File: src/hw/dsp_cfg_pkg.sv
// sizes and counts shared by the readout DSP blocks
// imported by every RTL module and by the testbench

package dsp_cfg_pkg;

	// one signed sample lane
	localparam int lane_w = 16;

	// lanes per converter word
	localparam int adc_lanes = 4;
	localparam int dac_lanes = 16;
	// dac lane stride when folding a dac word into adc format
	localparam int undersample_step = dac_lanes / adc_lanes;

	// converter and processor counts
	localparam int nadc = 2;
	localparam int ndac = 2;
	localparam int nproc = 4;

	// drive words summed into each dac output
	localparam int ndrv_group = 2;

	// readout channels, first ndlo1 run on baseband 0
	localparam int ndlo = 4;
	localparam int ndlo1 = 2;

	// accumulation buffer word halves and pointer
	localparam int acc_half_w = 32;
	localparam int acc_addr_w = 4;

	// control field widths
	localparam int shot_w = 32;
	localparam int shift_w = 5;
	localparam int bb_sel_w = 2;

endpackage

File: src/hw/dsp_types_pkg.sv
// sample, dac word and accumulation word types of the readout DSP
// imported by the datapath modules and the testbench

package dsp_types_pkg;

	import dsp_cfg_pkg::*;

	// adc word, lane 0 in the low bits
	typedef logic [adc_lanes-1:0][lane_w-1:0] adc_word_t;

	// dac word, same lane order
	typedef logic [dac_lanes-1:0][lane_w-1:0] dac_word_t;

	// readout side view
	// accx in the upper half, accy in the lower half
	typedef struct packed {
		logic [acc_half_w-1:0] accx;
		logic [acc_half_w-1:0] accy;
	} acc_split_t;

	// one accumulation buffer word
	// raw is what the buffer stores, split is how readout fills it
	typedef union packed {
		logic [2*acc_half_w-1:0] raw;
		acc_split_t split;
	} acc_word_t;

endpackage

File: src/hw/baseband_select.sv
// picks the two readout basebands
// each comes from its own registered adc word or its own undersampled
// dac word, two cycles after the inputs

`timescale 1ns/1ps

module baseband_select import dsp_cfg_pkg::*, dsp_types_pkg::*; (
	input logic dspif,
	input logic arst_n,
	input adc_word_t adc [nadc],
	input dac_word_t dac [ndac],
	input logic [bb_sel_w-1:0] bb_sel [nadc],
	output adc_word_t bb [nadc]
);

	// first stage
	adc_word_t adc_r [nadc];
	adc_word_t dac_us [ndac];

	always_ff @(posedge dspif) begin
		for (int i = 0; i < nadc; i++) begin
			adc_r[i] <= adc[i];
		end
		// lanes 0, 4, 8, 12 of each dac word
		for (int i = 0; i < ndac; i++) begin
			for (int j = 0; j < adc_lanes; j++) begin
				dac_us[i][j] <= dac[i][j*undersample_step];
			end
		end
	end

	// second stage, one mux per baseband
	always_ff @(posedge dspif or negedge arst_n) begin
		if (!arst_n) begin
			for (int k = 0; k < nadc; k++) begin
				bb[k] <= '0;
			end
		end else begin
			for (int k = 0; k < nadc; k++) begin
				case (bb_sel[k])
					0: bb[k] <= adc_r[k];
					1: bb[k] <= dac_us[k];
					// unused codes keep the last baseband
					default: bb[k] <= bb[k];
				endcase
			end
		end
	end

endmodule

File: config.mk
export PLATFORM = sky130hd
export DESIGN_NAME = baseband_select
export DESIGN_NICKNAME = d
export VERILOG_FILES = /design/src/hw/dsp_cfg_pkg.sv /design/src/hw/dsp_types_pkg.sv /design/src/hw/baseband_select.sv
export SDC_FILE = /design/constraint.sdc
export NUM_CORES = 1
export LEC_CHECK = 0
export ABC_AREA = 1
export BUFFER_PORTS_ARGS = -buffer_cell sky130_fd_sc_hd__buf_2
export CORE_AREA = 4 4 300 302
export DETAILED_ROUTE_END_ITERATION = 16
export DIE_AREA = 0 0 304 306
export SYNTH_ARGS = -nofsm -noshare
export SYNTH_HDL_FRONTEND = slang
export SYNTH_SLANG_ARGS = --single-unit
File: constraint.sdc
create_clock -name dspif -period 2 [get_ports dspif]
set_clock_uncertainty 0.15 [all_clocks]
set_input_delay 0.3 -clock dspif [delete_from_list [all_inputs] [get_ports dspif]]
set_output_delay 0.3 -clock dspif [all_outputs]
set_load 0.02 [all_outputs]
* After elaboration in Yosys (flattened, before gate mapping)
Memories as Yosys holds them, arrays and structs flattened.
Cells that the tools add are included.
W data, S select, Z words.
** Storage, ports and cells
- Register bits after elaboration :: 128
- RAM bits :: 256
- Input bits :: 646
- Output and inout port bits :: 128
- Memories :: 2
** Operators by class
- Equality and inequality tests :: 2
- Multiplexer cells :: 2
- Reduce and logical (&&, ||, !) cells :: 4
** Memories
- adc_r :: words 2, width 64, rd ports 2, clocked after memory_dff 0, write ports 2, RTL line baseband_select.sv:17 : adc_word_t adc_r [nadc];
- dac_us :: words 2, width 64, rd ports 2, clocked after memory_dff 0, write ports 2, RTL line baseband_select.sv:18 : adc_word_t dac_us [ndac];
** Operators with widths (number)
- $pmux W64 S2 :: 2
- $eq A2 B1 Y1 const B :: 2
- $logic_not A2 Y1 :: 2
- $reduce_bool A2 Y1 :: 2

* Depth between registers and ports, before layout
- Word-level depth :: 2
- Depth in mapped cells :: 5
- Depth with buffers taken out :: 4

* Worst setup path before layout
OpenSTA, ideal clock, no wires.
- Path kind :: input to register
- Start point :: input bb_sel[0] in the netlist's numbering
- End point :: register bb[0] in the netlist's numbering
- Setup time :: 0.117 ns
- Arrival :: 0.758 ns
- Required time :: 1.733 ns
- Slack :: 0.975 ns
- Stages :: 5
- Path buffers :: 2
- Cells stage by stage :: buf_4 > clkbuf_8 > nand2_1 > nand3_1 > nand2_1
** On the way
- Longest elaborated chain between the ends :: 2
- Elaborated cells on any way between the ends :: 4
** RTL lines
- start: declaration :: RTL line baseband_select.sv:12 : input logic [bb_sel_w-1:0] bb_sel [nadc],
- $eq A2 B1 Y1 or $logic_not A2 Y1 (tied branches) :: RTL line baseband_select.sv:40 : case (bb_sel[k])
- $pmux W64 S2 or $reduce_bool A2 Y1 (tied branches)
- end signal: indexed assignment :: RTL line baseband_select.sv:41 : 0: bb[k] <= adc_r[k];
- end signal: indexed assignment :: RTL line baseband_select.sv:42 : 1: bb[k] <= dac_us[k];
- end signal: indexed assignment :: RTL line baseband_select.sv:44 : default: bb[k] <= bb[k];
- end: declaration :: RTL line baseband_select.sv:13 : output adc_word_t bb [nadc]
Parallel ways exist; a longest one is shown, timed or not.
A chain may end at the register's enable or synchronous reset.

* Worst setup path after layout
- Start point :: register bb[98] in the netlist's numbering
- End point :: output bb[98] in the netlist's numbering
No word-level cell between the ends.

==> run metrics <==
status=finished clean; WS Path Type=register to primary output; WP buf/inv=1; CP top delay family=flip-flops; DRT Pass-1 Iters=8; part of the cycle the worst path needs=between 80% and 90%; Register Area=~8300 µm²; total congestion overflow=0; R2R Path End=bb[16]; Peak VDD IR=0.999 mV; RSZ-0062 raised after global routing=no; initial antenna violation count=14; Starting Density=14.0%; Clock Latency Late Sink=between 500 and 600 ps; ys async rst share=33.3%; fin. max-slew vios=0; yosys warns=0; hold_sp=bb_sel[1]; register area share after synthesis=67.9%; GPL Wtd Cong=a little over 0.8; Die ar.=approximately 93000 µm²; largest stage delay on the critical path=360 ps; worst flop-to-flop path startpoint=dac_us[1][16]; DR vias=approximately 11000; Post-Synthesis Mean Instance Area=slightly above 9 µm²; vias in the first global route=approximately 11000; Fillers=a little over 9000; clock root buffer=clkbuf_16; Mapped Cells=roughly 1300; first-pass GRT wire length=66200 µm; hold endpoint=bb[26]; largest net degree at the start of global routing=65; Net Count, Synth=1982; Worst Tran Pin Value=around 800 ps; CP cell instances=buf_2; area of the multi-input gates=around 2600 µm²; WHS=29.6 ps; die width=slightly above 300 µm; final hold violation count=0; Power Density=approximately 1000 nW/µm²; crit start category=register; Seq cells post-synth=between 300 and 400; Die H=306 µm; top cell type's share of synthesized area=about two fifths; P&R area growth vs syn=61.4%; # IOs=approximately 770; cell taking the most area after synthesis=dfxtp_1; Core ar.=a little under 90000 µm²; Worst Path Arrival=around 1300 ps; fraction of layout cells with a size suffix above 1=approximately 25%; Req. time, crit path=about 1600 ps; type of the tightest min-delay check=primary input to register; Worst Setup SP=bb[98]; mapped cell area=about 12000 µm²; Rel. slew slack=between 40% and 50%; worst-case clock buffer depth=3; total track usage=a little under a tenth; Post-synth EDFFs=0; max-cap violations=0; post-synth cell types=9; Resize count post-CTS=0; synth cell count leaders=nand2_1 (512), dfxtp_1 (256), inv_1 (256), dfrtp_1 (128), nand3_1 (128); FP Rows=109; final setup vio count=0; CTS Buf Count=between 40 and 50; Detailed Route Iter0 Violations=roughly 570; nature of the critical path endpoint=primary output; Avg WL per Cell=approximately 13 µm; synth top area cells=dfxtp_1 (42%), dfrtp_1 (26%), nand2_1 (16%); Leak=10.3 nW; post-route ant nets=0; port bufs=389; Peak Freq=0.590 GHz; H-Tree Depth=2; CTS tree=yes; maximum net fanout on the critical path=2; Slowest-stage cell, CP=dfrtp_1; vias per cell=between 3 and 4; WP depth=1; Reg2Reg Depth=4; final net count=2648; hpwl dp=about 29000 µm; DR DRC count=0; total clock sinks=between 300 and 400; Setup TNS Final=0 ps; Hold Path Stages=4; reg-to-reg slack, setup=about 900 ps; Main synth FF type=dfxtp_1; Worst-path clk slew=around 60 ps; most frequent cell after synthesis=nand2_1; min Tclk post-route=roughly 1700 ps; DRT Wirelength=approximately 43000 µm
## placed cells by master (no fill, tap or decap)
cell type and count:
nand2_1 512, buf_2 388, dlygate4sd3_1 257, inv_1 256, dfxtp_1 256, nand3_1 128, dfrtp_1 128, clkbuf_16 47
buf_4 17, clkbuf_8 11, buf_12 9, bufinv_16 6, clkinv_2 6, inv_2 4, inv_6 4, clkinv_4 3
diode_2 2, clkinvlp_4 2, clkinv_8 1, clkbuf_1 1, inv_8 1, buf_6 1
## worst register-to-register path: cells and delay by family (launching register included)
kind | cells | cell delay, ps
AND/OR/NAND/NOR | 3 | 500
flip-flops | 1 | 330
buffers and inverters | 1 | 40
## kinds of logic after synthesis
family / count (synthesis) / share of synthesized area (%)
buffers and inverters: 312 / 11.3
and+or+nand+nor: 640 / 20.9
DFF: 384 / 67.9
## worst max path at each step
stage               endpoint  slack, ps
floorplan              bb[0]        980
global placement       bb[9]        430
detailed placement    bb[58]        420
CTS                   bb[98]        250
global route          bb[98]        240
finish                bb[98]        300
## metrics by stage
step           instance area, µm²  power (mW)  worst slack [ps]  util, %  std cells
3_5_place_dp                15600        10.5               416     17.8       2864
5_1_grt                     19800        20.6               238     22.6       3204
3_3_place_gp                15600        10.5               427     17.8       2864
6_report                    19800        19.7               305     22.6       3205
4_1_cts                     19800        20.0               250     22.6       3203
2_1_floorplan               12300        9.55               975        -       1336
## metal layers
layer  GRT usage [%]  vias up  part of all wire [%]
li1                -     5222                     -
met5               0        -                  0.13
met4            3.21       10                   2.9
met2            13.9      547                    42
met1            11.9     4821                    45
met3            3.54       76                    10
## where the power goes
| group | internal [mW] | total (mW) | switching [mW] |
|---|---|---|---|
| logic | 0.982 | 2.28 | 1.30 |
| clock network | 5.50 | 8.92 | 3.41 |
| registers | 8.24 | 8.47 | 0.230 |
## repair_timing
action / CTS / global route
hold endpoints to repair: 384 / 0
hold buffers: 257 / 0
setup buffers: 0 / 0
## sequential cells by signal (all words and copies together) (netlist names)
register / flops
adc_r: 128
bb: 128
dac_us: 128
## area by class of cell
cell class,instances,share of cell area [%]
Tap cell,1165,7.36
Timing Repair Buffer,672,24.4
Inverter,260,4.93
Clock inverter,23,1.59
Clock buffer,59,6.72
Antenna cell,2,0.0253
Sequential cell,384,42.0
Multi-Input combinational cell,640,12.9
No activity file was read; power rests on OpenSTA's default activity.
