### config.mk
export PLATFORM = sky130hd
export DESIGN_NAME = shot_sequencer
export DESIGN_NICKNAME = d
export VERILOG_FILES = /design/src/hw/dsp_cfg_pkg.sv /design/src/hw/shot_sequencer.sv
export SDC_FILE = /design/constraint.sdc
export NUM_CORES = 1
export LEC_CHECK = 0
export BUFFER_PORTS_ARGS = -buffer_cell sky130_fd_sc_hd__buf_2
export CAP_MARGIN = 0
export CORE_ASPECT_RATIO = 1.4
export CORE_MARGIN = 10
export CORE_UTILIZATION = 40
export DETAILED_ROUTE_END_ITERATION = 8
export PLACE_DENSITY = 0.6
export SETUP_SLACK_MARGIN = 0.4
export SYNTH_ARGS = -nofsm -noshare
export SYNTH_HDL_FRONTEND = slang
export SYNTH_SLANG_ARGS = --single-unit
### constraint.sdc
create_clock -name dspif -period 1.5 [get_ports dspif]
set_input_delay 0.075 -clock dspif [delete_from_list [all_inputs] [get_ports dspif]]
set_output_delay 0.075 -clock dspif [all_outputs]
set_load 0.02 [all_outputs]
### src/hw/dsp_cfg_pkg.sv
// sizes and counts shared by the readout DSP blocks
// imported by every RTL module and by the testbench

package dsp_cfg_pkg;

	// one signed sample lane
	localparam int lane_w = 16;

	// lanes per converter word
	localparam int adc_lanes = 4;
	localparam int dac_lanes = 16;
	// dac lane stride when folding a dac word into adc format
	localparam int undersample_step = dac_lanes / adc_lanes;

	// converter and processor counts
	localparam int nadc = 2;
	localparam int ndac = 2;
	localparam int nproc = 4;

	// drive words summed into each dac output
	localparam int ndrv_group = 2;

	// readout channels, first ndlo1 run on baseband 0
	localparam int ndlo = 4;
	localparam int ndlo1 = 2;

	// accumulation buffer word halves and pointer
	localparam int acc_half_w = 32;
	localparam int acc_addr_w = 4;

	// control field widths
	localparam int shot_w = 32;
	localparam int shift_w = 5;
	localparam int bb_sel_w = 2;

endpackage

### src/hw/shot_sequencer.sv
// runs a multi-shot experiment on the processor cores
// a start strobe releases the cores once per shot until nshot shots
// are done, nshot of zero repeats forever

`timescale 1ns/1ps

module shot_sequencer import dsp_cfg_pkg::*; (
	input logic dspif,
	input logic arst_n,
	input logic stb_start,
	input logic [shot_w-1:0] nshot,
	input logic [nproc-1:0] core_procdone,
	input logic [nproc-1:0] core_nobusy,
	output logic core_reset,
	output logic [shot_w-1:0] shotcnt,
	output logic lastshotdone,
	output logic procdone
);

	// gray-like codes, neighbours differ in one bit
	typedef enum logic [2:0] {
		st_idle = 3'b000,
		st_start = 3'b001,
		st_procrun = 3'b011,
		st_elembusy = 3'b010,
		st_moreshot = 3'b110,
		st_shotadd = 3'b111,
		st_done = 3'b101
	} state_t;

	state_t state;
	state_t next_state;

	// registered reductions of the core levels
	logic procdone_all;
	logic nobusy_all;
	// shot index, its increment and the pipelined decision
	logic [shot_w-1:0] shot_idx;
	logic [shot_w-1:0] next_idx;
	logic [shot_w-1:0] nshot_r;
	logic more_shots;
	// high through the start state
	logic shot_start;

	always_ff @(posedge dspif or negedge arst_n) begin
		if (!arst_n) begin
			state <= st_idle;
		end else begin
			state <= next_state;
		end
	end

	always_comb begin
		next_state = state;
		case (state)
			st_idle: if (stb_start) next_state = st_start;
			st_start: next_state = st_procrun;
			// wait for every core to finish its program
			st_procrun: if (procdone_all) next_state = st_elembusy;
			// then for every element to drain
			st_elembusy: if (nobusy_all) next_state = st_moreshot;
			st_moreshot: next_state = more_shots ? st_shotadd : st_done;
			st_shotadd: next_state = st_start;
			st_done: next_state = st_idle;
			default: next_state = st_idle;
		endcase
	end

	// decision is ready long before moreshot, shot_idx is stable for a shot
	always_ff @(posedge dspif or negedge arst_n) begin
		if (!arst_n) begin
			procdone_all <= 1'b0;
			nobusy_all <= 1'b0;
			next_idx <= '0;
			more_shots <= 1'b0;
		end else begin
			procdone_all <= &core_procdone;
			nobusy_all <= &core_nobusy;
			next_idx <= shot_idx + 1'b1;
			more_shots <= (next_idx != nshot_r) || (nshot_r == '0);
		end
	end

	// outputs follow the state being entered
	always_ff @(posedge dspif or negedge arst_n) begin
		if (!arst_n) begin
			core_reset <= 1'b1;
			lastshotdone <= 1'b0;
			shot_start <= 1'b0;
			shot_idx <= '0;
			shotcnt <= '0;
			nshot_r <= '0;
		end else begin
			core_reset <= 1'b1;
			lastshotdone <= 1'b0;
			shot_start <= 1'b0;
			case (next_state)
				st_idle: begin
					shot_idx <= '0;
					nshot_r <= nshot;
				end
				st_start: begin
					core_reset <= 1'b0;
					shot_start <= 1'b1;
				end
				st_procrun: core_reset <= 1'b0;
				// report the shot just finished
				st_shotadd: begin
					shotcnt <= shot_idx;
					shot_idx <= next_idx;
				end
				st_done: begin
					lastshotdone <= 1'b1;
					shot_idx <= '0;
				end
				default: ;
			endcase
		end
	end

	// sticky until the next shot starts
	always_ff @(posedge dspif or negedge arst_n) begin
		if (!arst_n) begin
			procdone <= 1'b0;
		end else if (procdone_all) begin
			procdone <= 1'b1;
		end else if (shot_start) begin
			procdone <= 1'b0;
		end
	end

endmodule

# After elaboration in Yosys (flattened, before gate mapping)

Cells that the tools add are included.

Input port bits: 43
Word-level logic and storage cells: 44
Bits in registers: 138

Add/sub/neg operators: 1
Muxes and demuxes: 11
Eq/ne operators: 10
Reductions and logical operators: 10

Operators with widths:

| cell                                          | count |
|---|---|
| one-hot mux 32 bit (2 select lines)           | 1 |
| adder 32 x 1 -> 32 bit, second input constant | 1 |
| zero test 32 bit                              | 1 |
| inequality test 32 bit                        | 1 |
| one-hot mux 3 bit (6 select lines)            | 1 |
| == test 3 bit, second input constant          | 4 |
| == test 3 x 2 -> 1 bit, second input constant | 3 |
| two-way mux 3 bit                             | 3 |
| AND reduction 4 bit                           | 2 |
| == test 3 x 1 -> 1 bit, second input constant | 2 |
| zero test 3 bit                               | 2 |
| two-way mux 1 bit                             | 5 |
| nonzero test 2 bit                            | 2 |
| OR reduction 2 bit                            | 2 |
| two-way mux 2 bit                             | 1 |
| logical OR 1 bit                              | 1 |

# Logic depth before layout (Yosys ltp)

Gate-level depths: netlist of the first run.

Depth in word-level cells: 5
Gate-level depth with buffers: 6
Gate-level depth less buffers: 5

# Least setup slack after synthesis of the first run

No wires, ideal clock.

Kind: register to register
Start: register state[0]
End: register nshot_r[24]
Cell stages (with the launch flop): 6
Period minus slack after synthesis: 1.442 ns
Data arrival time: 1.318 ns
Setup slack: 0.058 ns
Library setup time: 0.125 ns
Required time: 1.375 ns
Path through: dfrtp_1 -> nor2_1 -> nor2_1 -> nor2_1 -> buf_2 -> mux2_2

Word-level cells in the longest chain between the ends: 3
Elaborated cells on any way between the ends: 11
Classes of those cells: 5 x eq/ne; 4 x mux; 2 x reduce/logical

RTL lines:

| item                                   | RTL line              | source |
|---|---|---|
| start: declaration                     | shot_sequencer.sv:31  | `state_t state;` |
| start signal: assignment               | shot_sequencer.sv:47  | `state <= st_idle;` |
| start signal: assignment               | shot_sequencer.sv:49  | `state <= next_state;` |
| == test 3 bit (tied with other cells)  | shot_sequencer.sv:55  | `case (state)` |
| one-hot mux 3 bit (6 select lines) (*) | shot_sequencer.sv:55  |  |
| zero test 3 bit (*)                    | shot_sequencer.sv:97  | `case (next_state)` |
| end signal: assignment                 | shot_sequencer.sv:100 | `nshot_r <= nshot;` |
| end: declaration                       | shot_sequencer.sv:40  | `logic [shot_w-1:0] nshot_r;` |

Every way passes the cells marked *; elsewhere a longest branch is shown, timed or not.
A chain may end at the register's enable or synchronous reset.

# Worst setup path in the final report of the first run

Start: register shot_idx[8]
End: register next_idx[17]

Word-level cells in the longest chain between the ends: 1

RTL lines:

| item                     | RTL line              | source |
|---|---|---|
| start: declaration       | shot_sequencer.sv:38  | `logic [shot_w-1:0] shot_idx;` |
| start signal: assignment | shot_sequencer.sv:110 | `shot_idx <= next_idx;` |
| adder 32 x 1 -> 32 bit   | shot_sequencer.sv:79  | `next_idx <= shot_idx + 1'b1;` |
| end signal: assignment   | shot_sequencer.sv:79  |  |
| end: declaration         | shot_sequencer.sv:39  | `logic [shot_w-1:0] next_idx;` |

Every way passes these cells.

==> summary.md, run 1 <==
| Metric | Value |
|---|---|
| H-tree depth | `4` |
| Initial antenna violation count | `2` |
| Final wirelength | `around 22000 µm` |
| Worst-path clk slew | `~0.06 ns` |
| R2R depth | `6` |
| Vias/cell | `about 5.5` |
| Mux cell area share after synthesis | `0.06141` |
| Die footprint | `around 20000 µm²` |
| Post-Syn Nets | `approximately 590` |
| Register bit count reported by yosys | `roughly 140` |
| RSZ-0062 raised after global routing | `yes` |
| Net count reported at finish | `810` |
| Hold wc startpoint | `stb_start` |
| Wire per inst | `22.79 µm` |
| Crit path launch type | `register` |
| Routed Antenna Nets | `0` |
| Slowest stage cell, crit path | `dfrtp_1` |
| Placed Cells incl. Taps | `about 830` |
| Gr ovfl total | `0` |
| Worst Hold Endpoint | `core_reset` |
| Largest family of logic cells by synthesized area | `simple AND/OR/NAND/NOR gates` |
| First-pass GRT wire length | `about 29000 µm` |
| Die Y-Extent | `approximately 160 µm` |
| Num CTS Buffers | `17` |
| Cell taking the most area after synthesis | `dfrtp_1` |
| Maximum VDD drop | `~0.96 mV` |
| Final Slew Violations | `0` |
| GPL Wtd Cong | `about 0.79` |
| Detailed Place HPWL | `11290 µm` |
| Non-Filler Instances | `970` |
| Share of cells above drive strength 1 | `0.5777` |
| Complex-gate fraction of the synthesized area | `0.03881` |
| CTS tree | `done` |
| Distinct cells, synth | `38` |
| Seq/Total Area, Yosys | `0.5887` |
| Fin crit share | `1.069` |
| FP Rows | `52` |
| Starting Density | `0.4063` |
| DR DRC count | `0` |
| Synth area leaders | `dfrtp_1, nand2_1, xnor2_1` |
| Min Tclk post-route | `approximately 1.6 ns` |
| FMAX | `0.6239 GHz` |
| Worst Hold Depth | `3` |
| Fin Clk Skew | `0.006302 ns` |
| Synth top area share | `0.5842` |
| Synth Cell Area | `just under 6000 µm²` |
| Buffers & Inverters on Critical Path | `2` |
| Crit path arrival time | `1.92 ns` |
| CTS sink cnt | `between 100 and 150` |
| Core ar. | `roughly 14000 µm²` |
| Clock Latency Late Sink | `0.42 ns` |
| Worst setup margin | `-0.1029 ns` |
| Worst Hold Class | `in2reg` |
| Status | `complete, but fails checks` |
| Clk root buf | `clkbuf_16` |
| Pleak | `around 4.8 nW` |
| Post-Synth XOR/XNOR Area | `0.09254` |
| Via count | `5309` |
| Post-Synthesis Cells | `around 550` |
| Post-Syn Area per Cell | `between 10 and 15 µm²` |
| Post-synth EDFFs | `0` |
| Failing checks | `negative setup slack` |
| WHS | `slightly above 0.1 ns` |
| Top Ports | `a little under 80` |
| Area growth syn-to-layout | `71.17%` |
| Reg-to-reg slack, setup | `-0.10 ns` |
| Worst r2r dst | `next_idx[17]` |
| RR Startpoint | `shot_idx[8]` |
| Power Density | `between 1500 and 2000 nW/µm²` |
| Cells along the critical path | `nand4_1 -> buf_6 -> nor4_4 -> buf_6 -> nand4_1 -> xnor2_1` |
| Longest Clk Path Bufs | `2` |
| Worst EP required | `1.82 ns` |
| DRT iter0 DRCs | `between 300 and 400` |
| Crit path kind | `reg2reg` |
| Fin. Hold Viols | `0` |
| Warnings from Yosys | `0` |
| Rel. slew slack | `0.7069` |
| Vias in the first global route | `5289` |
| CP endpoint kind | `register` |
| Pin count of the biggest net entering global routing | `49` |
| Overall routing resource usage | `0.1871` |
| Synth Area in Adders | `0.002132` |
| Max_cap viols | `0` |
| Drt first pass iters | `5` |
| Top cell family by delay on the critical path | `simple AND/OR/NAND/NOR gates` |
| Worst-path fanout max | `6` |
| Final Setup Violations | `2` |
| Ys async rst share | `1.000` |
| Main synth FF type | `dfrtp_1` |
| Simple-gate share of the synthesized area | `0.1904` |
| Worst slew pin tran | `roughly 0.44 ns` |
| Die X | `122.4 µm` |
| Largest stage delay, worst path | `0.38 ns` |
| PortBufs | `between 70 and 80` |
## layer usage
metal	vias up	track usage	routed length, µm
met1	2689	0.2017	7731
met5	-	0	0
met2	231	0.3317	11530
met3	99	0.04630	1351
met4	0	0.09130	1492
li1	2290	-	-
## layout make-up
type,count,area [µm²]
Antenna cell,2,5.005
Clock buffer,19,452.9
Clock inverter,13,143.9
Fill cell,944,4399
Inverter,8,30.03
Multi-Input combinational cell,379,3422
Sequential cell,138,3476
Tap cell,189,236.5
Timing Repair Buffer,222,2278
## power breakdown
| part | internal [mW] | switching [mW] |
|---|---|---|
| clock network | 2.55 | 1.66 |
| registers | 5.01 | 1.54 |
| logic | 3.67 | 3.06 |
## worst reg2reg max path, cell delays in order, from the launching register on
cell and delay (ns):
dfrtp_1 0.38, nand4_1 0.14, buf_6 0.17, nor4_4 0.27, buf_6 0.17, nand4_1 0.13, xnor2_1 0.25
## worst max-delay path by stage
stage,to,cells past startpoint,start,slack (ns)
after global placement,next_idx[23],5,shot_idx[16],0.06
after detailed placement,next_idx[27],4,shot_idx[0],0.06
final,next_idx[17],6,shot_idx[8],-0.10
after floorplan,nshot_r[24],5,state[0],0.1
after global routing,next_idx[17],6,shot_idx[6],-0.15
after CTS,nshot_r[24],6,state[0],0.07
## what timing repair did
item / CTS / global route
cloned: 8 / 18
endpoints found under the setup margin: 127 / 130
pin swaps: 35 / 135
endpoints found under the hold margin: 157 / 1
hold buffers: 39 / 3
resized for setup: 52 / 262
setup buffers: 15 / 20
## registers in the layout (all words and copies together), names as in the netlist
| register | count |
|---|---|
| lastshotdone | 1 |
| procdone_all | 1 |
| state | 3 |
| nshot_r | 32 |
| nobusy_all | 1 |
| more_shots | 1 |
| next_idx | 32 |
| core_reset | 1 |
| shotcnt | 32 |
| shot_start | 1 |
| procdone | 1 |
| shot_idx | 32 |
## layout by cell type, fill, tap and decap left out, types with 3 or more instances in the layout
cell type and instances:
nand4_1 21, nand3_4 6, nor4_2 6, clkinvlp_4 4, xnor2_1 41, nor4_1 4
and4_1 4, inv_1 5, o21ai_2 16, clkbuf_16 30, nand2_2 49, buf_16 7
buf_2 63, nor2_4 3, nand3_2 3, inv_2 3, nand3_1 4, nor2_1 8
buf_8 3, nand2_4 56, clkinv_4 3, xor2_1 3, mux2_4 32, nand2_1 59
a21oi_2 7, dfrtp_2 17, dfrtp_1 120, dlygate4sd3_1 41, o21ai_1 9, xnor2_2 17
buf_6 27, buf_12 14, buf_4 54
## synthesized netlist by cell type, types with 2 or more instances
| cell type | n |
|---|---|
| a21oi_1 | 10 |
| and2_1 | 2 |
| and3_1 | 3 |
| and4_1 | 5 |
| buf_2 | 23 |
| clkbuf_1 | 2 |
| dfrtp_1 | 137 |
| inv_1 | 7 |
| mux2_1 | 18 |
| mux2_2 | 14 |
| nand2_1 | 164 |
| nand3_1 | 12 |
| nand4_1 | 21 |
| nor2_1 | 11 |
| nor2_2 | 2 |
| nor4_1 | 10 |
| nor4_4 | 2 |
| o21ai_1 | 25 |
| o31ai_1 | 2 |
| xnor2_1 | 58 |
| xor2_1 | 4 |
## cells by family (layout without fill, tap and decap cells)
family	after synthesis	count (layout)
adder cells (fa/ha/maj)	1	1
other	0	2
AO/OA/AOI/OAI	42	42
AND/OR/NAND/NOR	241	242
XOR/XNOR	62	62
buffers and inverters	33	262
multiplexers	32	32
flip-flops	138	138
## stage by stage
step	setup WS [ns]	util	TNS [ns]	cell area (µm²)	total power [mW]
after floorplan	0.09646	-	0	6091	8.742
after global placement	0.06368	0.4828	0	6974	10.32
after detailed placement	0.05664	0.4828	0	6974	10.45
after CTS	0.06631	0.5903	0	8526	15.35
after global routing	-0.1545	0.6954	-0.5696	10040	18.20
final	-0.1029	0.6954	-0.1053	10040	17.48
No activity file was read; power rests on OpenSTA's default activity.
==> run 2, diff against run 1 <==
BUFFER_PORTS_ARGS = -buffer_cell sky130_fd_sc_hd__clkbuf_2   (was -buffer_cell sky130_fd_sc_hd__buf_2)
PLACE_DENSITY = not set   (was 0.6)
PLACE_DENSITY_LB_ADDON = 0.15   (was not set)
REMOVE_ABC_BUFFERS = 1   (was not set)
==> summary.md, run 2 (synthesis gave the netlist of run 1 again) <==
| Metric | Value |
|---|---|
| Status | `complete, but fails checks (unchanged)` |
| Failing checks | `negative setup slack (unchanged)` |
| FMAX | `0.6075 GHz (was 0.6239 GHz)` |
| Hold wc startpoint | `stb_start (unchanged)` |
| Setup Slack @ Placement | `-0.01294 ns (was 0.05664 ns)` |
| Initial antenna violation count | `0 (was 2)` |
| Crit path kind | `reg2reg (unchanged)` |
| Maximum VDD drop | `0.9441 mV (was 0.9574 mV)` |
| Core ar. | `14440 µm² (unchanged)` |
| FP Rows | `52 (unchanged)` |
| Share of cells above drive strength 1 | `0.5171 (was 0.5777)` |
| Die X | `122.4 µm (unchanged)` |
| Worst r2r dst | `more_shots (was next_idx[17])` |
| Top Ports | `78 (unchanged)` |
| Final Setup Violations | `10 (was 2)` |
| Power Density | `1768 nW/µm² (was 1741 nW/µm²)` |
| Worst Hold Endpoint | `core_reset (unchanged)` |
| Longest Clk Path Bufs | `2 (unchanged)` |
| Commonest non-fill, non-tap cell in the layout | `dfrtp_1 (unchanged)` |
| Fin. Hold Viols | `0 (unchanged)` |
| RR Startpoint | `nshot_r[30] (was shot_idx[8])` |
| Worst setup margin | `-0.1461 ns (was -0.1029 ns)` |
| Worst Hold Depth | `3 (unchanged)` |
| Final instance area | `9818 µm² (was 10040 µm²)` |
| Worst-path fanout max | `2 (was 6)` |
| Via count | `5108 (was 5309)` |
| DRT iter0 DRCs | `400 (was 328)` |
| Gr ovfl total | `0 (unchanged)` |
| GPL Wtd Cong | `0.8305 (was 0.7914)` |
| Worst slew pin tran | `0.5292 ns (was 0.4397 ns)` |
| Pleak | `4.650 nW (was 4.809 nW)` |
| PortBufs | `77 (unchanged)` |
| Drt first pass iters | `4 (was 5)` |
| Rel. slew slack | `0.6439 (was 0.7069)` |
| Area growth syn-to-layout | `67.31% (was 71.17%)` |
| Die footprint | `19980 µm² (unchanged)` |
| Post-DP Area | `6934 µm² (was 6974 µm²)` |
| Fin Clk Skew | `0.007030 ns (was 0.006302 ns)` |
| Max_cap viols | `0 (unchanged)` |
| Worst-path clk slew | `0.05 ns (was 0.06 ns)` |
| Non-Filler Instances | `980 (was 970)` |
| DR DRC count | `0 (unchanged)` |
| Placed Cells incl. Taps | `851 (was 834)` |
| RSZ-0062 raised after global routing | `yes (unchanged)` |
| CP endpoint kind | `register (unchanged)` |
| CTS tree | `done (unchanged)` |
| Most frequent cells in the layout | `dfrtp_1, nand2_1, clkbuf_2 (was dfrtp_1, buf_2, nand2_1)` |
| R2R depth | `4 (was 6)` |
| Detailed Place HPWL | `10930 µm (was 11290 µm)` |
| Num CTS Buffers | `17 (unchanged)` |
| Pin count of the biggest net entering global routing | `48 (was 49)` |
| Finished Core Util | `0.6797 (was 0.6954)` |
| Worst Hold Class | `in2reg (unchanged)` |
| Vias/cell | `5.212 (was 5.473)` |
| Starting Density | `0.4063 (unchanged)` |
| Vias in the first global route | `5291 (was 5289)` |
| Crit path arrival time | `1.98 ns (was 1.92 ns)` |
| Reg-to-reg slack, setup | `-0.15 ns (was -0.10 ns)` |
| Crit path launch type | `register (unchanged)` |
| Final Slew Violations | `0 (unchanged)` |
| Clk root buf | `clkbuf_16 (unchanged)` |
| Die Y-Extent | `163.3 µm (unchanged)` |
| WHS | `0.07825 ns (was 0.1030 ns)` |
| Clock Latency Late Sink | `0.43 ns (was 0.42 ns)` |
| H-tree depth | `4 (unchanged)` |
| Final wirelength | `20720 µm (was 22110 µm)` |
| Routed Antenna Nets | `0 (unchanged)` |
| CTS sink cnt | `138 (unchanged)` |
| Ant diodes | `0 (was 2)` |
| Min Tclk post-route | `1.646 ns (was 1.603 ns)` |
| Wire per inst | `21.14 µm (was 22.79 µm)` |
| Worst EP required | `1.84 ns (was 1.82 ns)` |
| Overall routing resource usage | `0.1821 (was 0.1871)` |
| First-pass GRT wire length | `27990 µm (was 28790 µm)` |
| Net count reported at finish | `822 (was 810)` |
| Fin crit share | `1.097 (was 1.069)` |
==> run 2: cell types whose count changed in the layout (fill, tap and decap cells not counted), moves of 8 or more <==
cell / before / now
clkbuf_2: 0 / 62
mux2_1: 0 / 8
mux2_4: 32 / 21
nand2_4: 56 / 39
dfrtp_2: 17 / 2
dfrtp_1: 120 / 135
buf_2: 63 / 1
nand2_1: 59 / 78
buf_6: 27 / 45
==> run 2: repair_timing <==
item / CTS / global route
pin swaps: 38 / 110
hold buffers: 37 / 6
hold endpoints to repair: 142 / 2
setup buffers: 23 / 13
gates cloned: 5 / 15
resized for setup: 48 / 260
setup endpoints to repair: 128 / 131
==> run 2: worst max-delay path: stages (launching register included) <==
cell and delay [ns]:
dfrtp_1 0.44, buf_4 0.18, nor4_1 0.46, nand4_1 0.25, o211ai_1 0.23
==> run 2: area by class of cell <==
cell class / count / area [µm²]
sequential: 138 / 3457
clock buffer: 26 / 519.2
tap: 189 / 236.5
clock inverter: 6 / 107.6
timing repair buffer: 234 / 2278
fill: 1091 / 4626
multi-input combinational: 379 / 3184
inverter: 8 / 35.03
==> run 2: power breakdown <==
group          switching, mW  internal (mW)
logic                   3.13           3.54
registers               1.28           4.99
clock network           1.54           2.88
total                   5.95           11.4
==> run 2: stage by stage <==
| stage | total power, mW | setup TNS [ns] |
|---|---|---|
| 2_1_floorplan | 8.257 | -78.84 |
| 3_3_place_gp | 10.29 | 0 |
| 3_5_place_dp | 10.41 | -0.01294 |
| 4_1_cts | 15.55 | 0 |
| 5_1_grt | 18.15 | -1.123 |
| 6_report | 17.35 | -0.2310 |
==> run 2: metal layers <==
metal / vias up / GRT usage / wire [µm]
met5: - / 0 / 0
li1: 2300 / - / -
met3: 44 / 0.05045 / 1110
met1: 2577 / 0.2149 / 8090
met4: 0 / 0.06982 / 609
met2: 187 / 0.3069 / 10910
==> run 2: worst max-delay path by stage <==
stage	startpoint	endpoint	slack [ns]
floorplan	state[0]	nshot_r[0]	-0.97
global placement	shot_idx[0]	next_idx[28]	0.02
detailed placement	shot_idx[20]	next_idx[27]	-0.01
CTS	state[1]	nshot_r[24]	0.05
global route	nshot_r[30]	more_shots	-0.24
finish	nshot_r[30]	more_shots	-0.15
==> run 3, diff against run 2 <==
==> constraint.sdc (replaced) <==
create_clock -name dspif -period 2.03 [get_ports dspif]
set_input_delay 0.1015 -clock dspif [delete_from_list [all_inputs] [get_ports dspif]]
set_output_delay 0.1015 -clock dspif [all_outputs]
set_load 0.005 [all_outputs]
==> summary.md, run 3 (synthesis gave the netlist of run 1 again) <==
| Metric | Value |
|---|---|
| Status | `completed (was complete, but fails checks)` |
| Worst slew pin tran | `0.5411 ns (was 0.5292 ns)` |
| FMAX | `0.6446 GHz (was 0.6075 GHz)` |
| Via count | `4321 (was 5108)` |
| Clk root buf | `clkbuf_16 (unchanged)` |
| H-tree depth | `4 (unchanged)` |
| Vias in the first global route | `4645 (was 5291)` |
| Net count reported at finish | `719 (was 822)` |
| Crit path arrival time | `1.84 ns (was 1.98 ns)` |
| Initial antenna violation count | `0 (unchanged)` |
| Crit path launch type | `register (unchanged)` |
| Rel. slew slack | `0.6393 (was 0.6439)` |
| Fin Clk Skew | `0.005451 ns (was 0.007030 ns)` |
| Top Ports | `78 (unchanged)` |
| Setup Slack @ Placement | `0.4284 ns (was -0.01294 ns)` |
| Final instance area | `7543 µm² (was 9818 µm²)` |
| Sw power | `3.159 mW (was 5.951 mW)` |
| CTS sink cnt | `138 (unchanged)` |
| PortBufs | `77 (unchanged)` |
| Commonest non-fill, non-tap cell in the layout | `nand2_1 (was dfrtp_1)` |
| Area growth syn-to-layout | `28.55% (was 67.31%)` |
| Share of cells above drive strength 1 | `0.2253 (was 0.5171)` |
| Overall routing resource usage | `0.1523 (was 0.1821)` |
| Worst EP required | `2.32 ns (was 1.84 ns)` |
| Longest Clk Path Bufs | `2 (unchanged)` |
| Clock Latency Late Sink | `0.41 ns (was 0.43 ns)` |
| DRT iter0 DRCs | `222 (was 400)` |
| Routed Antenna Nets | `0 (unchanged)` |
| First-pass GRT wire length | `23890 µm (was 27990 µm)` |
| Vias/cell | `4.927 (was 5.212)` |
| Pin count of the biggest net entering global routing | `58 (was 48)` |
| Fin crit share | `0.7642 (was 1.097)` |
| Clock power share | `0.312 (was 0.255)` |
| GPL Wtd Cong | `0.8026 (was 0.8305)` |
| Final Slew Violations | `0 (unchanged)` |
| Slowest stage cell, crit path | `dfrtp_1 (was nor4_1)` |
| Non-Filler Instances | `877 (was 980)` |
| Final wirelength | `14320 µm (was 20720 µm)` |
| Crit path kind | `reg2reg (unchanged)` |
| Starting Density | `0.4063 (unchanged)` |
| Final setup TNS | `0 ns (was -0.2310 ns)` |
| Placed Cells incl. Taps | `804 (was 851)` |
| Worst Hold Class | `in2reg (unchanged)` |
| Worst-path clk slew | `0.06 ns (was 0.05 ns)` |
| RSZ-0062 raised after global routing | `yes (unchanged)` |
| Drt first pass iters | `5 (was 4)` |
| Worst setup margin | `0.4786 ns (was -0.1461 ns)` |
| Gr ovfl total | `0 (unchanged)` |
| Most frequent cells in the layout | `nand2_1, dfrtp_1, clkbuf_2 (was dfrtp_1, nand2_1, clkbuf_2)` |
| Sw frac | `0.3126 (was 0.3429)` |
| Die footprint | `19980 µm² (unchanged)` |
| Num CTS Buffers | `17 (unchanged)` |
| Worst-path fanout max | `7 (was 2)` |
| Core ar. | `14440 µm² (unchanged)` |
| Min Tclk post-route | `1.551 ns (was 1.646 ns)` |
| CP endpoint kind | `register (unchanged)` |
| Largest stage delay, worst path | `0.46 ns (about the same)` |
| Power Density | `1339 nW/µm² (was 1768 nW/µm²)` |
| CTS tree | `done (unchanged)` |
| Gate power share | `0.230 (was 0.385)` |
| Wire per inst | `16.33 µm (was 21.14 µm)` |
| Post-DP Area | `6506 µm² (was 6934 µm²)` |
| Maximum VDD drop | `0.5532 mV (was 0.9441 mV)` |
| Die Y-Extent | `163.3 µm (unchanged)` |
| Detailed Place HPWL | `10200 µm (was 10930 µm)` |
| Fin. Hold Viols | `0 (unchanged)` |
| Final Setup Violations | `0 (was 10)` |
| Int Pwr | `6.945 mW (was 11.40 mW)` |
| Overall Power | `10.10 mW (was 17.35 mW)` |
| DR DRC count | `0 (unchanged)` |
| Cells along the critical path | `nand4_1 -> buf_4 -> nor4_4 -> buf_4 -> nand4_1 -> xnor2_1 (was buf_4 -> nor4_1 -> nand4_1 -> o211ai_1)` |
| Die X | `122.4 µm (unchanged)` |
| FP Rows | `52 (unchanged)` |
| Pleak | `3.506 nW (was 4.650 nW)` |
| Max_cap viols | `0 (unchanged)` |
| Sequential share of power | `0.459 (was 0.361)` |
| Ant diodes | `0 (unchanged)` |
[run 3: cell types whose count changed in the layout (fill, tap and decap cells not counted), moves of 11 or more]
cell and change:
buf_4 -47, buf_6 -40, clkbuf_2 +14, mux2_2 +11, mux2_4 -21, nand2_1 +86
nand2_2 -47, nand2_4 -39, xnor2_1 +16, xnor2_2 -16
[run 3: cell type report]
| class | count | area [µm²] |
|---|---|---|
| clock buffers | 25 | 495.5 |
| clock inverters | 7 | 112.6 |
| fillers | 1296 | 6900 |
| inverters | 8 | 30.03 |
| multi-input cells | 378 | 2278 |
| flip-flops and latches | 138 | 3458 |
| well taps | 189 | 236.5 |
| repair buffers | 132 | 932.1 |
[run 3: routing by layer]
| layer | GRT usage | vias up | share of wire |
|---|---|---|---|
| met5 | 0 | - | 0 |
| met4 | 0.06874 | 0 | 0.028 |
| met3 | 0.03732 | 26 | 0.039 |
| met2 | 0.2517 | 83 | 0.51 |
| met1 | 0.1829 | 2132 | 0.43 |
| li1 | - | 2080 | - |
[run 3: per-stage QoR]
step / utilization / hold slack, ns
6_report: 0.5223 / 0.1888
5_1_grt: 0.5223 / 0.2088
3_5_place_dp: 0.4505 / 0.1076
2_1_floorplan: - / -0.1941
3_3_place_gp: 0.4505 / 0.1071
4_1_cts: 0.5185 / 0.1577
[run 3: power groups by stage]
stage                     registers [mW]  logic [mW]  clock network [mW]
after detailed placement            4.67        2.29                   0
after floorplan                     4.40        1.44                   0
after global routing                4.78        2.61                3.35
final                               4.63        2.32                3.15
after CTS                           4.64        2.36                3.22
after global placement              4.64        2.24                   0
[run 3: repair_timing]
item	in CTS	in global routing
buffers inserted	0	4
hold endpoints to repair	88	0
endpoints found under the setup margin	1	84
hold buffers	37	0
resized for setup	1	9
pin swaps	0	4
[run 3: path summary, 6_finish.rpt]
path                            slack [ns]          from  depth (start not counted)      endpoint
worst max register to register        0.48  shot_idx[15]                          6  next_idx[26]
min in group asynchronous             0.22        arst_n                          2      state[2]
worst max-delay path                  0.48  shot_idx[15]                          6  next_idx[26]
max in group asynchronous             1.10        arst_n                          3  next_idx[21]
worst min-delay path                  0.19     stb_start                          3    core_reset
worst min register to register        0.48   shotcnt[28]                          2   shotcnt[28]
[run 3: worst max-delay path, delay by kind of cell (launching register included)]
| kind | cells | cell delay, ns |
|---|---|---|
| XOR/XNOR | 1 | 0.15 |
| AND/OR/NAND/NOR | 3 | 0.47 |
| buffers and inverters | 2 | 0.35 |
| flip-flops | 1 | 0.46 |
